File: src/common/vcache_pkg.sv
`default_nettype none

package vcache_pkg;

  localparam int data_width_lp = 32;
  localparam int mask_width_lp = data_width_lp / 8;
  localparam int addr_width_lp = 16; // word address

  typedef enum logic [3:0] {
    e_op_lb,
    e_op_lbu,
    e_op_lh,
    e_op_lhu,
    e_op_lw,
    e_op_sm,
    e_op_tagst,
    e_op_afl,
    e_op_ainv,
    e_op_amoswap,
    e_op_amoor
  } vcache_opcode_e;

  typedef enum logic [0:0] {
    e_amo_swap,
    e_amo_or
  } vcache_amo_e;

  typedef struct packed {
    logic        ld_op;
    logic        st_op;
    logic        mask_op;
    logic        sigext_op;
    logic [1:0]  data_size_op; // 00 byte, 01 half, 10 word
    logic        tagst_op;
    logic        afl_op;
    logic        ainv_op;
    logic        atomic_op;
    vcache_amo_e amo_subop;
  } vcache_decode_s;

  typedef struct packed {
    logic                     write_not_read;
    logic [addr_width_lp-1:0] addr; // line address
  } vcache_dma_pkt_s;

  // one selector value per profiler counter
  typedef enum logic [4:0] {
    e_stat_ld,
    e_stat_ld_lw,
    e_stat_ld_lwu,
    e_stat_ld_lh,
    e_stat_ld_lhu,
    e_stat_ld_lb,
    e_stat_ld_lbu,
    e_stat_st,
    e_stat_sm_sw,
    e_stat_sm_sh,
    e_stat_sm_sb,
    e_stat_tagst,
    e_stat_afl,
    e_stat_ainv,
    e_stat_atomic,
    e_stat_amoswap,
    e_stat_amoor,
    e_stat_miss_ld,
    e_stat_miss_st,
    e_stat_miss_cycles,
    e_stat_idle_cycles,
    e_stat_dma_read,
    e_stat_dma_write
  } vcache_stat_e;

  localparam int stat_num_lp = 23;

endpackage

`default_nettype wire
File: src/rtl/vcache_top.sv
`timescale 1ns/1ps
`default_nettype none

module vcache_top #(
  parameter int sets_p      = 16,
  parameter int ctr_width_p = 32
) (
  input  logic                                 clk_i,
  input  logic                                 reset_i,
  input  logic                                 req_v_i,
  input  vcache_pkg::vcache_opcode_e           req_op_i,
  input  logic [vcache_pkg::addr_width_lp-1:0] req_addr_i,
  input  logic [vcache_pkg::data_width_lp-1:0] req_data_i,
  input  logic [vcache_pkg::mask_width_lp-1:0] req_mask_i,
  output logic                                 req_ready_o,
  output logic                                 v_o,
  output logic [vcache_pkg::data_width_lp-1:0] data_o,
  input  logic                                 yumi_i,
  output vcache_pkg::vcache_dma_pkt_s          dma_pkt_o,
  output logic                                 dma_pkt_v_o,
  input  logic                                 dma_pkt_yumi_i,
  output logic [vcache_pkg::data_width_lp-1:0] dma_wdata_o,
  input  logic [vcache_pkg::data_width_lp-1:0] dma_rdata_i,
  input  logic                                 dma_rdata_v_i,
  input  logic                                 print_stat_v_i,
  input  vcache_pkg::vcache_stat_e             stat_sel_i,
  output logic [ctr_width_p-1:0]               stat_o
);
  import vcache_pkg::*;

  logic                     dec_v, dec_yumi, miss_v;
  vcache_decode_s           dec_decode, decode_v_r;
  logic [addr_width_lp-1:0] dec_addr;
  logic [data_width_lp-1:0] dec_data;
  logic [mask_width_lp-1:0] dec_mask, mask_v_r;

  vcache_decode decode0 (
    .clk_i, .reset_i,
    .req_v_i, .req_op_i, .req_addr_i, .req_data_i, .req_mask_i, .req_ready_o,
    .dec_v_o(dec_v), .dec_decode_o(dec_decode), .dec_addr_o(dec_addr),
    .dec_data_o(dec_data), .dec_mask_o(dec_mask), .dec_yumi_i(dec_yumi)
  );

  vcache_core #(.sets_p(sets_p)) core0 (
    .clk_i, .reset_i,
    .dec_v_i(dec_v), .dec_decode_i(dec_decode), .dec_addr_i(dec_addr),
    .dec_data_i(dec_data), .dec_mask_i(dec_mask), .dec_yumi_o(dec_yumi),
    .v_o, .data_o, .yumi_i,
    .miss_v_o(miss_v), .decode_v_r_o(decode_v_r), .mask_v_r_o(mask_v_r),
    .dma_pkt_o, .dma_pkt_v_o, .dma_pkt_yumi_i, .dma_wdata_o, .dma_rdata_i, .dma_rdata_v_i
  );

  vcache_profiler #(.ctr_width_p(ctr_width_p)) prof0 (
    .clk_i, .reset_i,
    .v_i(v_o), .yumi_i, .miss_v_i(miss_v),
    .decode_v_r_i(decode_v_r), .mask_v_r_i(mask_v_r),
    .dma_pkt_i(dma_pkt_o), .dma_pkt_v_i(dma_pkt_v_o), .dma_pkt_yumi_i,
    .print_stat_v_i, .stat_sel_i, .stat_o
  );

endmodule

`default_nettype wire

File: src/profiler/vcache_profiler.sv
`timescale 1ns/1ps
`default_nettype none

module vcache_profiler #(
  parameter int ctr_width_p = 32
) (
  input  logic                                 clk_i,
  input  logic                                 reset_i,
  input  logic                                 v_i,
  input  logic                                 yumi_i,
  input  logic                                 miss_v_i,
  input  vcache_pkg::vcache_decode_s           decode_v_r_i,
  input  logic [vcache_pkg::mask_width_lp-1:0] mask_v_r_i,
  input  vcache_pkg::vcache_dma_pkt_s          dma_pkt_i,
  input  logic                                 dma_pkt_v_i,
  input  logic                                 dma_pkt_yumi_i,
  input  logic                                 print_stat_v_i,
  input  vcache_pkg::vcache_stat_e             stat_sel_i,
  output logic [ctr_width_p-1:0]               stat_o
);
  import vcache_pkg::*;

  logic [stat_num_lp-1:0] inc;
  logic [ctr_width_p-1:0] ctr_r  [stat_num_lp];
  logic [ctr_width_p-1:0] ctr_n  [stat_num_lp];
  logic [ctr_width_p-1:0] snap_r [stat_num_lp];

  logic       resp, ld_hit, st_hit, dma_go;
  logic       size_b, size_h, size_w, sext;
  logic [2:0] mask_ones;

  assign resp      = v_i & yumi_i; // accepted response
  assign ld_hit    = resp & decode_v_r_i.ld_op & ~miss_v_i;
  assign st_hit    = resp & decode_v_r_i.st_op & ~miss_v_i;
  assign dma_go    = dma_pkt_v_i & dma_pkt_yumi_i;
  assign size_b    = (decode_v_r_i.data_size_op == 2'b00);
  assign size_h    = (decode_v_r_i.data_size_op == 2'b01);
  assign size_w    = (decode_v_r_i.data_size_op == 2'b10);
  assign sext      = decode_v_r_i.sigext_op;
  assign mask_ones = 3'($countones(mask_v_r_i));

  // event decode
  always_comb begin
    inc = '0;
    inc[e_stat_ld]      = ld_hit;
    inc[e_stat_ld_lw]   = ld_hit & size_w & sext;
    inc[e_stat_ld_lwu]  = ld_hit & size_w & ~sext;
    inc[e_stat_ld_lh]   = ld_hit & size_h & sext;
    inc[e_stat_ld_lhu]  = ld_hit & size_h & ~sext;
    inc[e_stat_ld_lb]   = ld_hit & size_b & sext;
    inc[e_stat_ld_lbu]  = ld_hit & size_b & ~sext;

    inc[e_stat_st]      = st_hit;
    inc[e_stat_sm_sw]   = st_hit & decode_v_r_i.mask_op & (mask_ones == 3'd4);
    inc[e_stat_sm_sh]   = st_hit & decode_v_r_i.mask_op & (mask_ones == 3'd2);
    inc[e_stat_sm_sb]   = st_hit & decode_v_r_i.mask_op & (mask_ones == 3'd1);

    inc[e_stat_tagst]   = resp & decode_v_r_i.tagst_op;
    inc[e_stat_afl]     = resp & decode_v_r_i.afl_op;
    inc[e_stat_ainv]    = resp & decode_v_r_i.ainv_op;
    inc[e_stat_atomic]  = resp & decode_v_r_i.atomic_op;
    inc[e_stat_amoswap] = inc[e_stat_atomic] & (decode_v_r_i.amo_subop == e_amo_swap);
    inc[e_stat_amoor]   = inc[e_stat_atomic] & (decode_v_r_i.amo_subop == e_amo_or);

    inc[e_stat_miss_ld]     = resp & decode_v_r_i.ld_op & miss_v_i;
    inc[e_stat_miss_st]     = resp & decode_v_r_i.st_op & miss_v_i;
    inc[e_stat_miss_cycles] = miss_v_i;
    inc[e_stat_idle_cycles] = ~resp & ~miss_v_i;

    inc[e_stat_dma_read]  = dma_go & ~dma_pkt_i.write_not_read;
    inc[e_stat_dma_write] = dma_go & dma_pkt_i.write_not_read;
  end

  // saturate instead of wrapping
  always_comb begin
    for (int i = 0; i < stat_num_lp; i++) begin
      if (inc[i] && (ctr_r[i] != '1)) begin
        ctr_n[i] = ctr_r[i] + 1'b1;
      end else begin
        ctr_n[i] = ctr_r[i];
      end
    end
  end

  always_ff @(posedge clk_i) begin
    if (reset_i) begin
      for (int i = 0; i < stat_num_lp; i++) begin
        ctr_r[i]  <= '0;
        snap_r[i] <= '0;
      end
    end else begin
      ctr_r <= ctr_n;
      if (print_stat_v_i) snap_r <= ctr_n; // includes this edge's events
    end
  end

  assign stat_o = (stat_sel_i < stat_num_lp) ? snap_r[stat_sel_i] : '0;

  // a counted load falls in exactly one size and sign bin
  ld_variant_a: assert property (@(posedge clk_i) disable iff (reset_i)
    inc[e_stat_ld] |-> $onehot(inc[e_stat_ld_lbu:e_stat_ld_lw]));

endmodule

`default_nettype wire

File: src/vcache/vcache_core.sv
`timescale 1ns/1ps
`default_nettype none

module vcache_core #(
  parameter int sets_p = 16
) (
  input  logic                                 clk_i,
  input  logic                                 reset_i,
  input  logic                                 dec_v_i,
  input  vcache_pkg::vcache_decode_s           dec_decode_i,
  input  logic [vcache_pkg::addr_width_lp-1:0] dec_addr_i,
  input  logic [vcache_pkg::data_width_lp-1:0] dec_data_i,
  input  logic [vcache_pkg::mask_width_lp-1:0] dec_mask_i,
  output logic                                 dec_yumi_o,
  output logic                                 v_o,
  output logic [vcache_pkg::data_width_lp-1:0] data_o,
  input  logic                                 yumi_i,
  output logic                                 miss_v_o,
  output vcache_pkg::vcache_decode_s           decode_v_r_o,
  output logic [vcache_pkg::mask_width_lp-1:0] mask_v_r_o,
  output vcache_pkg::vcache_dma_pkt_s          dma_pkt_o,
  output logic                                 dma_pkt_v_o,
  input  logic                                 dma_pkt_yumi_i,
  output logic [vcache_pkg::data_width_lp-1:0] dma_wdata_o,
  input  logic [vcache_pkg::data_width_lp-1:0] dma_rdata_i,
  input  logic                                 dma_rdata_v_i
);
  import vcache_pkg::*;

  localparam int idx_width_lp = $clog2(sets_p);
  localparam int tag_width_lp = addr_width_lp - idx_width_lp;

  typedef enum logic [2:0] {
    e_idle,
    e_lookup,
    e_evict,
    e_fill_req,
    e_fill_wait,
    e_resp
  } state_e;

  state_e state_r, state_n;

  vcache_decode_s           decode_r;
  logic [addr_width_lp-1:0] addr_r;
  logic [data_width_lp-1:0] wdata_r;
  logic [mask_width_lp-1:0] mask_r;
  logic [data_width_lp-1:0] resp_r;
  logic                     miss_r;

  logic [tag_width_lp-1:0]  tag_mem  [sets_p];
  logic [data_width_lp-1:0] data_mem [sets_p];
  logic [sets_p-1:0]        valid_r, dirty_r;

  logic [idx_width_lp-1:0]  idx;
  logic [tag_width_lp-1:0]  tag;
  logic [data_width_lp-1:0] old_word, shifted, ld_word, st_word, new_word;
  logic [1:0]               lane;
  logic                     hit, line_op, found_miss, done;

  assign idx        = addr_r[idx_width_lp-1:0];
  assign tag        = addr_r[addr_width_lp-1:idx_width_lp];
  assign old_word   = data_mem[idx];
  assign hit        = valid_r[idx] & (tag_mem[idx] == tag);
  assign line_op    = decode_r.ld_op | decode_r.st_op | decode_r.atomic_op;
  assign found_miss = (state_r == e_lookup) & line_op & ~hit;
  assign done       = (state_r == e_lookup) & ~found_miss; // op completes this cycle

  // load extraction, store merge and atomic result
  always_comb begin
    lane = 2'd0;
    for (int i = mask_width_lp - 1; i >= 0; i--) begin
      if (mask_r[i]) lane = 2'(i); // lowest enabled byte lane
    end
    shifted = old_word >> (8 * lane);
    case (decode_r.data_size_op)
      2'b00:   ld_word = {{24{decode_r.sigext_op & shifted[7]}}, shifted[7:0]};
      2'b01:   ld_word = {{16{decode_r.sigext_op & shifted[15]}}, shifted[15:0]};
      default: ld_word = old_word;
    endcase
    for (int b = 0; b < mask_width_lp; b++) begin
      st_word[8*b +: 8] = mask_r[b] ? wdata_r[8*b +: 8] : old_word[8*b +: 8];
    end
    if (!decode_r.atomic_op) begin
      new_word = st_word;
    end else if (decode_r.amo_subop == e_amo_or) begin
      new_word = old_word | wdata_r;
    end else begin
      new_word = wdata_r;
    end
  end

  always_comb begin
    state_n = state_r;
    case (state_r)
      e_idle: if (dec_v_i) state_n = e_lookup;
      e_lookup: begin
        if (found_miss) begin
          state_n = (valid_r[idx] & dirty_r[idx]) ? e_evict : e_fill_req;
        end else if (decode_r.afl_op & hit & dirty_r[idx]) begin
          state_n = e_evict; // write back, then respond
        end else begin
          state_n = e_resp;
        end
      end
      e_evict:     if (dma_pkt_yumi_i) state_n = decode_r.afl_op ? e_resp : e_fill_req;
      e_fill_req:  if (dma_pkt_yumi_i) state_n = e_fill_wait;
      e_fill_wait: if (dma_rdata_v_i) state_n = e_lookup; // replay, now hits
      e_resp:      if (yumi_i) state_n = e_idle;
      default:     state_n = e_idle;
    endcase
  end

  assign dec_yumi_o   = (state_r == e_idle) & dec_v_i;
  assign v_o          = (state_r == e_resp);
  assign data_o       = resp_r;
  assign miss_v_o     = miss_r | found_miss;
  assign decode_v_r_o = decode_r;
  assign mask_v_r_o   = mask_r;

  assign dma_pkt_v_o              = (state_r == e_evict) | (state_r == e_fill_req);
  assign dma_pkt_o.write_not_read = (state_r == e_evict);
  assign dma_pkt_o.addr           = (state_r == e_evict) ? {tag_mem[idx], idx} : addr_r;
  assign dma_wdata_o              = old_word; // victim word

  always_ff @(posedge clk_i) begin
    if (reset_i) begin
      state_r <= e_idle;
      valid_r <= '0;
      dirty_r <= '0;
      miss_r  <= 1'b0;
    end else begin
      state_r <= state_n;
      if (found_miss) begin
        miss_r <= 1'b1;
      end else if (v_o & yumi_i) begin
        miss_r <= 1'b0;
      end
      if (done & decode_r.tagst_op) begin
        valid_r[idx] <= 1'b0;
        dirty_r[idx] <= 1'b0;
      end
      if (done & decode_r.ainv_op) valid_r[idx] <= 1'b0;
      if (done & (decode_r.st_op | decode_r.atomic_op)) dirty_r[idx] <= 1'b1;
      if ((state_r == e_evict) & dma_pkt_yumi_i & decode_r.afl_op) dirty_r[idx] <= 1'b0;
      if ((state_r == e_fill_wait) & dma_rdata_v_i) begin
        valid_r[idx] <= 1'b1;
        dirty_r[idx] <= 1'b0;
      end
    end
  end

  always_ff @(posedge clk_i) begin
    if (dec_yumi_o) begin
      decode_r <= dec_decode_i;
      addr_r   <= dec_addr_i;
      wdata_r  <= dec_data_i;
      mask_r   <= dec_mask_i;
    end
    if (done) begin
      resp_r <= decode_r.ld_op ? ld_word : (decode_r.atomic_op ? old_word : '0);
      if (decode_r.st_op | decode_r.atomic_op) data_mem[idx] <= new_word;
      if (decode_r.tagst_op) tag_mem[idx] <= tag;
    end
    if ((state_r == e_fill_wait) & dma_rdata_v_i) begin
      data_mem[idx] <= dma_rdata_i;
      tag_mem[idx]  <= tag;
    end
  end

  dma_hold_a: assert property (@(posedge clk_i) disable iff (reset_i)
    dma_pkt_v_o & ~dma_pkt_yumi_i |=> dma_pkt_v_o & $stable(dma_pkt_o));

  resp_hold_a: assert property (@(posedge clk_i) disable iff (reset_i)
    v_o & ~yumi_i |=> v_o & $stable(data_o));

endmodule

`default_nettype wire

File: src/rtl/vcache_decode.sv
`timescale 1ns/1ps
`default_nettype none

module vcache_decode (
  input  logic                                   clk_i,
  input  logic                                   reset_i,
  input  logic                                   req_v_i,
  input  vcache_pkg::vcache_opcode_e             req_op_i,
  input  logic [vcache_pkg::addr_width_lp-1:0]   req_addr_i,
  input  logic [vcache_pkg::data_width_lp-1:0]   req_data_i,
  input  logic [vcache_pkg::mask_width_lp-1:0]   req_mask_i,
  output logic                                   req_ready_o,
  output logic                                   dec_v_o,
  output vcache_pkg::vcache_decode_s             dec_decode_o,
  output logic [vcache_pkg::addr_width_lp-1:0]   dec_addr_o,
  output logic [vcache_pkg::data_width_lp-1:0]   dec_data_o,
  output logic [vcache_pkg::mask_width_lp-1:0]   dec_mask_o,
  input  logic                                   dec_yumi_i
);
  import vcache_pkg::*;

  logic           full_r;
  vcache_decode_s decode_n;
  logic           accept;

  assign req_ready_o = ~full_r | dec_yumi_i; // free, or emptied this cycle
  assign accept      = req_v_i & req_ready_o;
  assign dec_v_o     = full_r;

  always_comb begin
    decode_n           = '0;
    decode_n.ld_op     = req_op_i inside {e_op_lb, e_op_lbu, e_op_lh, e_op_lhu, e_op_lw};
    decode_n.st_op     = (req_op_i == e_op_sm);
    decode_n.atomic_op = req_op_i inside {e_op_amoswap, e_op_amoor};
    decode_n.mask_op   = decode_n.st_op | decode_n.atomic_op;
    decode_n.sigext_op = req_op_i inside {e_op_lb, e_op_lh, e_op_lw};
    decode_n.tagst_op  = (req_op_i == e_op_tagst);
    decode_n.afl_op    = (req_op_i == e_op_afl);
    decode_n.ainv_op   = (req_op_i == e_op_ainv);
    decode_n.amo_subop = (req_op_i == e_op_amoor) ? e_amo_or : e_amo_swap;
    case (req_op_i)
      e_op_lb, e_op_lbu: decode_n.data_size_op = 2'b00;
      e_op_lh, e_op_lhu: decode_n.data_size_op = 2'b01;
      default:           decode_n.data_size_op = 2'b10; // words, stores, atomics
    endcase
  end

  always_ff @(posedge clk_i) begin
    if (reset_i) begin
      full_r <= 1'b0;
    end else if (accept) begin
      full_r <= 1'b1;
    end else if (dec_yumi_i) begin
      full_r <= 1'b0;
    end
  end

  always_ff @(posedge clk_i) begin
    if (accept) begin
      dec_decode_o <= decode_n;
      dec_addr_o   <= req_addr_i;
      dec_data_o   <= req_data_i;
      dec_mask_o   <= req_mask_i;
    end
  end

  // a request the core has not taken must not change under it
  held_stable_a: assert property (@(posedge clk_i) disable iff (reset_i)
    dec_v_o & ~dec_yumi_i |=> dec_v_o
      & $stable({dec_decode_o, dec_addr_o, dec_data_o, dec_mask_o}));

endmodule

`default_nettype wire

File: config.mk
export PLATFORM = sky130hd
export DESIGN_NAME = vcache_top
export DESIGN_NICKNAME = d
export VERILOG_FILES = /design/src/common/vcache_pkg.sv /design/src/rtl/vcache_top.sv /design/src/profiler/vcache_profiler.sv /design/src/vcache/vcache_core.sv /design/src/rtl/vcache_decode.sv
export SDC_FILE = /design/constraint.sdc
export NUM_CORES = 2
export LEC_CHECK = 0
export BUFFER_PORTS_ARGS = -buffer_cell sky130_fd_sc_hd__buf_2
export CAP_MARGIN = 20
export CORE_ASPECT_RATIO = 0.75
export CORE_MARGIN = 8
export CORE_UTILIZATION = 40
export CTS_BUF_LIST = sky130_fd_sc_hd__clkbuf_16
export CTS_CLUSTER_DIAMETER = 30
export DETAILED_ROUTE_END_ITERATION = 6
export PLACE_DENSITY_LB_ADDON = 0.25
export SETUP_SLACK_MARGIN = 0.5
export SLEW_MARGIN = 20
export SYNTH_ARGS = -nofsm -noshare
export SYNTH_HDL_FRONTEND = slang
export SYNTH_SLANG_ARGS = --single-unit
File: constraint.sdc
create_clock -name clk_i -period 9.35 [get_ports clk_i]
set_clock_uncertainty 0.05 [all_clocks]
set_input_delay 1.87 -clock clk_i [delete_from_list [all_inputs] [get_ports clk_i]]
set_output_delay 1.87 -clock clk_i [all_outputs]
set_load 0.03 [all_outputs]
* Yosys cells after proc, flatten, opt, wreduce, memory -nomap -nowiden
Memories as Yosys holds them, arrays and structs flattened. A register that Yosys moved wholly into a read port is not among the register bits.
Cells that the tools add are included.
** Cells by class
- $lt $le $gt $ge :: 4
- Shift operators :: 1
- Reduce and logical (&&, ||, !) cells :: 35
- Bitwise logic cells :: 74
- Mux-type cells :: 87
- $add $sub $neg :: 26
- Equality and inequality tests :: 49
** Operators with widths (count)
- $mux W32 :: 31
- $add A32 B1 Y32 const B :: 23
- $ne A32 B32 Y1 const B :: 23
- $mux W16 :: 13
- $bmux W32 S5 :: 1
- $and A16 B16 Y16 :: 5
- $pmux W32 S2 :: 1
- $and A1 B1 Y1 :: 47
- $mux W8 :: 4
- $or A16 B16 Y16 :: 2
- $or A32 B32 Y32 :: 1
- $shr A32 B5 Y16 :: 1
- $logic_and A1 B1 Y1 :: 24
- $mux W3 :: 8
- $pmux W3 S6 :: 1
- $mux W1 :: 17
- $eq A4 B3 Y1 const B :: 4
- $not A16 Y16 :: 1
- $eq A12 B12 Y1 :: 1
- $eq A4 B4 Y1 const B :: 3
- $mux W12 :: 1
- $ne A2 B2 Y1 const B :: 5
- $eq A3 B2 Y1 const B :: 3
- $eq A3 B3 Y1 const B :: 3
- other kinds (27) :: 53
** Storage, ports and cells
- Memories :: 2
- Word-level logic and storage cells :: 356
- Output and inout port bits :: 116
- RAM bits :: 704
- Input port bits :: 100
- Register bits after elaboration :: 1667
** Memory list
- core0.data_mem :: depth 16, bits a word 32, read ports 1, clocked after Yosys merged registers in 1, write ports 1, RTL line vcache_core.sv:52 : logic [data_width_lp-1:0] data_mem [sets_p];
- core0.tag_mem :: depth 16, bits a word 12, read ports 1, clocked after Yosys merged registers in 1, write ports 1, RTL line vcache_core.sv:51 : logic [tag_width_lp-1:0] tag_mem [sets_p];

* Logic depth before layout (Yosys ltp)
- Word-level depth :: 18
- Gate-level depth with buffers :: 15
- Depth with buffers taken out :: 13

* Modules after synthesis
From an unflattened synthesis, not the netlist that was laid out.
** Unflattened totals
- Cells, all modules :: 9090
- Area, all modules :: 101601.2 um2
** Modules (own cells, without submodules)
- vcache_profiler :: sequential area each 29468.3 um2, instances 1, area an instance 65455.3 um2, cells an instance 7198
- vcache_core :: sequential area each 24793.8 um2, instances 1, area an instance 34097.7 um2, cells an instance 1805
- vcache_decode :: sequential area each 1911.8 um2, instances 1, area an instance 2048.2 um2, cells an instance 87

* Worst setup path after synthesis
Ideal clock, no wire load.
- Path kind :: flip-flop to flip-flop
- Start :: reg core0.state_r[0]
- End :: reg (tool-made name)
- Data arrival time :: 8403 ps
- Stages on the path, launching flop included :: 4
- Path slack :: 804 ps
- Period minus slack after synthesis :: 8546 ps
- Path buffers :: 1
- Setup time :: 92 ps
- Required time :: 9208 ps
- Cell sequence :: dfxtp_1 clkbuf_1 nor4b_1 mux2_2
** RTL lines
- start, declared :: RTL line vcache_core.sv:42 : state_e state_r, state_n;
- start signal, assigned :: RTL line vcache_core.sv:128 : state_r <= e_idle;
- start signal, assigned :: RTL line vcache_core.sv:133 : state_r <= state_n;

==> flow_summary.ini <==
[pwr]
netSwitchingPower_mw = 8.639
share_seq_of_total_power = 0.381
power_report.internal_total_mw = 23.06
power.total_mw = 31.70
clock_power_share = 0.496
cellPowerDensity_nw_per_um2 = 269.1
worst_ir_drop_vdd_mv = 0.1886
p_comb_frac = 0.123
sw_frac_of_total = 0.2725
leakagePower_nw = 40.56

[setup_path]
worstPathMaxFanout = 102
setup.worst_path.start_class = register
worst-setup-path-type = register to output port
ff2ff_path_depth = 11
setup.worst_path.end_class = output port
timing.critical_path.required_ns = 7.43
rrSetupSlack_ns = 3.10
crit_arrival_ns = 5.00
rr_endpoint = core0.tag_mem[6][1]$_DFFE_PP_

[logic_synthesis]
mapped_area_um2 = 98740
yosys_register_bits = 2375
synth_area_per_cell_um2 = 11.33
main_flop_type_after_synthesis = sky130_fd_sc_hd__dfxtp_1
netlist-cell-type-count = 76
yosysTopAreaCellShare = 0.3067
synth-warning-count = 0
synthesis.instances = 8714
synth_top_cells_by_area = sky130_fd_sc_hd__dfxtp_1 31%, sky130_fd_sc_hd__edfxtp_1 26%, sky130_fd_sc_hd__mux4_2 9.1%
synth-async-reset-ratio = 0
synth_nets = 8843
area_leader_netlist = sky130_fd_sc_hd__dfxtp_1
synth_enable_flop_cells = 862
synth_sequential_area_ratio = 0.5689

[global_routing]
groute.usage.overall = 0.2367
grt_pass1_wl_mm = 465.8
grt_overflow_total = 0
antenna_found_initial = 36
first_global_vias = 67482
largest_net_degree_at_the_start_of_global_routing = 228

[cts]
max-clock-path-buffers = 4
clock_tree_from_tritoncts = yes
clkLatencyLatePin_ns = 0.91
numCtsBuffers = 432
cts_hold_buffers = 0
clkTransAtPathRegs_ns = 0.06
clkSinkCount = 2375
post_cts_buffers = 0
post_cts_resize_count = 0
ctsHtreeMaxLevel = 5
clk_root_buf = sky130_fd_sc_hd__clkbuf_16

[route]
number_of_nets_with_antenna_violations_after_detailed_routing = 0
route.detailed.wl_per_inst_um = 25.71
via_count = 72055
first_pass_iters = 5
detail_route.wirelength_mm = 323.1
route.detailed.vias_per_inst = 5.734
drc_errors = 0
starting_drc_count_in_detailed_routing = 8305

[timing]
relSlewSlack = 0.1468
final-hold-violation-count = 0
timing_max_transition_violations_final = 0
final_period_demand_of_the_worst_path_ns = 6.920
report.final.setup_viol = 0
achievable-frequency_mhz = 144.5
period_share = 0.7401
final_tns_setup_ns = 0
transition_time_at_the_pin_with_the_least_slew_margin_ns = 1.280
finalWorstSetupSlack_ns = 2.430
grt_setup_unrepaired = false

[placed_design]
gp_congestion = 0.9590
io_buffers = 215
preCtsSetupSlack_ns = 2.732
dpl-instance-area_um2 = 103000
dp.final_hpwl_mm = 225.0

[cells_and_area]
final_common_cell = sky130_fd_sc_hd__nor2_1
final_util = 0.4782
layout.cell_area.non_filler_um2 = 117800
areaGrowthSynthToFinish_pct = 19.30
final_layout_size_suffix_gt1_frac = 0.1676
nFillCells = 21979
finish.net_count = 9040
layout_common_cells = 1717 x sky130_fd_sc_hd__nor2_1, 1509 x sky130_fd_sc_hd__dfxtp_1, 862 x sky130_fd_sc_hd__edfxtp_1

[die]
num_io_pins = 216
die_y_um = 446.3
floorplan.rows = 158
floorplan.core_area_um2 = 246300
initial_utilization = 0.4009
design.die.area_um2 = 263200
die-width_um = 589.7

[min_path]
worstHoldPathType = register to register
timing.hold.worst_path_depth = 0
whs_endpoint = core0.wdata_r[31]$_DFFE_PP_
min-delay-start = decode0.dec_data_o[31]$_DFFE_PP_

[job]
max_cap_viol_count = 0

[outcome]
status = complete, no violations
[power groups by stage]
stage               registers, mW  logic (mW)  clock network, mW
floorplan                    11.9        2.73                  0
global placement             12.3        3.77                  0
detailed placement           12.3        3.85                  0
CTS                          12.1        3.87               15.9
global route                 12.1        4.16               16.4
finish                       12.1        3.90               15.7
[Yosys cell counts (117+ instances only)]
cell type	n
sky130_fd_sc_hd__nand2_1	421
sky130_fd_sc_hd__and3_1	127
sky130_fd_sc_hd__edfxtp_1	862
sky130_fd_sc_hd__nor2_1	1735
sky130_fd_sc_hd__nand4_1	181
sky130_fd_sc_hd__clkbuf_1	485
sky130_fd_sc_hd__nand3_1	255
sky130_fd_sc_hd__a21oi_1	172
sky130_fd_sc_hd__dfxtp_1	1513
sky130_fd_sc_hd__mux4_2	398
sky130_fd_sc_hd__xor2_1	359
sky130_fd_sc_hd__mux2i_1	117
sky130_fd_sc_hd__inv_1	118
sky130_fd_sc_hd__a211oi_1	685
sky130_fd_sc_hd__xnor2_1	304
[flip-flops by register name, indices dropped and copies added (netlist names), 16 cells and up, named ones only]
register            count
prof0.ctr_r           736
core0.data_o           32
core0.wdata_r          32
decode0.dec_data_o     32
core0.tag_mem         192
core0.addr_r           16
core0.valid_r          16
prof0.snap_r          736
decode0.dec_addr_o     16
core0.dirty_r          16
core0.data_mem        512
[layer usage]
metal  wire, µm  global-route usage
met1     149200              0.3655
met2     123900              0.3060
met3      40400             0.08112
met4       9622             0.06969
met5         61                   0
[cells by family after synthesis]
kind of cell             share of synthesized area
AO/OA/AOI/OAI                              0.08725
XOR/XNOR                                   0.05881
adder cells (fa/ha/maj)                   0.003751
buffers and inverters                      0.02670
flip-flops                                  0.5689
multiplexers                                0.1067
AND/OR/NAND/NOR                             0.1479
[final cells by class]
type	instances	area, µm²	share of cell area
sequential	2375	56190	0.4770
clock inverter	359	3664	0.03110
antenna	8	20.02	0.0001699
multi-input combinational	5662	40210	0.3413
tap	3280	4104	0.03484
inverter	119	446.7	0.003792
clock buffer	442	11060	0.09389
timing repair buffer	321	2110	0.01791
[critical path, stage by stage, from the launching register on]
cell	delay, ns
sky130_fd_sc_hd__dfxtp_4	0.94
sky130_fd_sc_hd__buf_4	0.61
sky130_fd_sc_hd__buf_12	0.56
sky130_fd_sc_hd__mux4_2	0.61
sky130_fd_sc_hd__mux4_2	0.69
sky130_fd_sc_hd__buf_2	0.27
[metrics by stage]
stage,hold slack [ns],instances
detailed placement,0.3545,11756
global placement,0.3529,11755
finish,0.3636,12566
global route,0.3691,12560
floorplan,0.3503,8714
CTS,0.3596,12557
[worst max-delay path by stage]
stage,startpoint,to,depth (start not counted)
after floorplan,core0.state_r[0]$_SDFFE_PP0P_,register,3
after global placement,stat_sel_i[1],stat_o[9],7
after detailed placement,stat_sel_i[1],stat_o[7],7
after CTS,register,dma_wdata_o[13],5
after global routing,register,dma_wdata_o[14],5
final,register,dma_wdata_o[14],5
(Power assumes the default switching activity.)
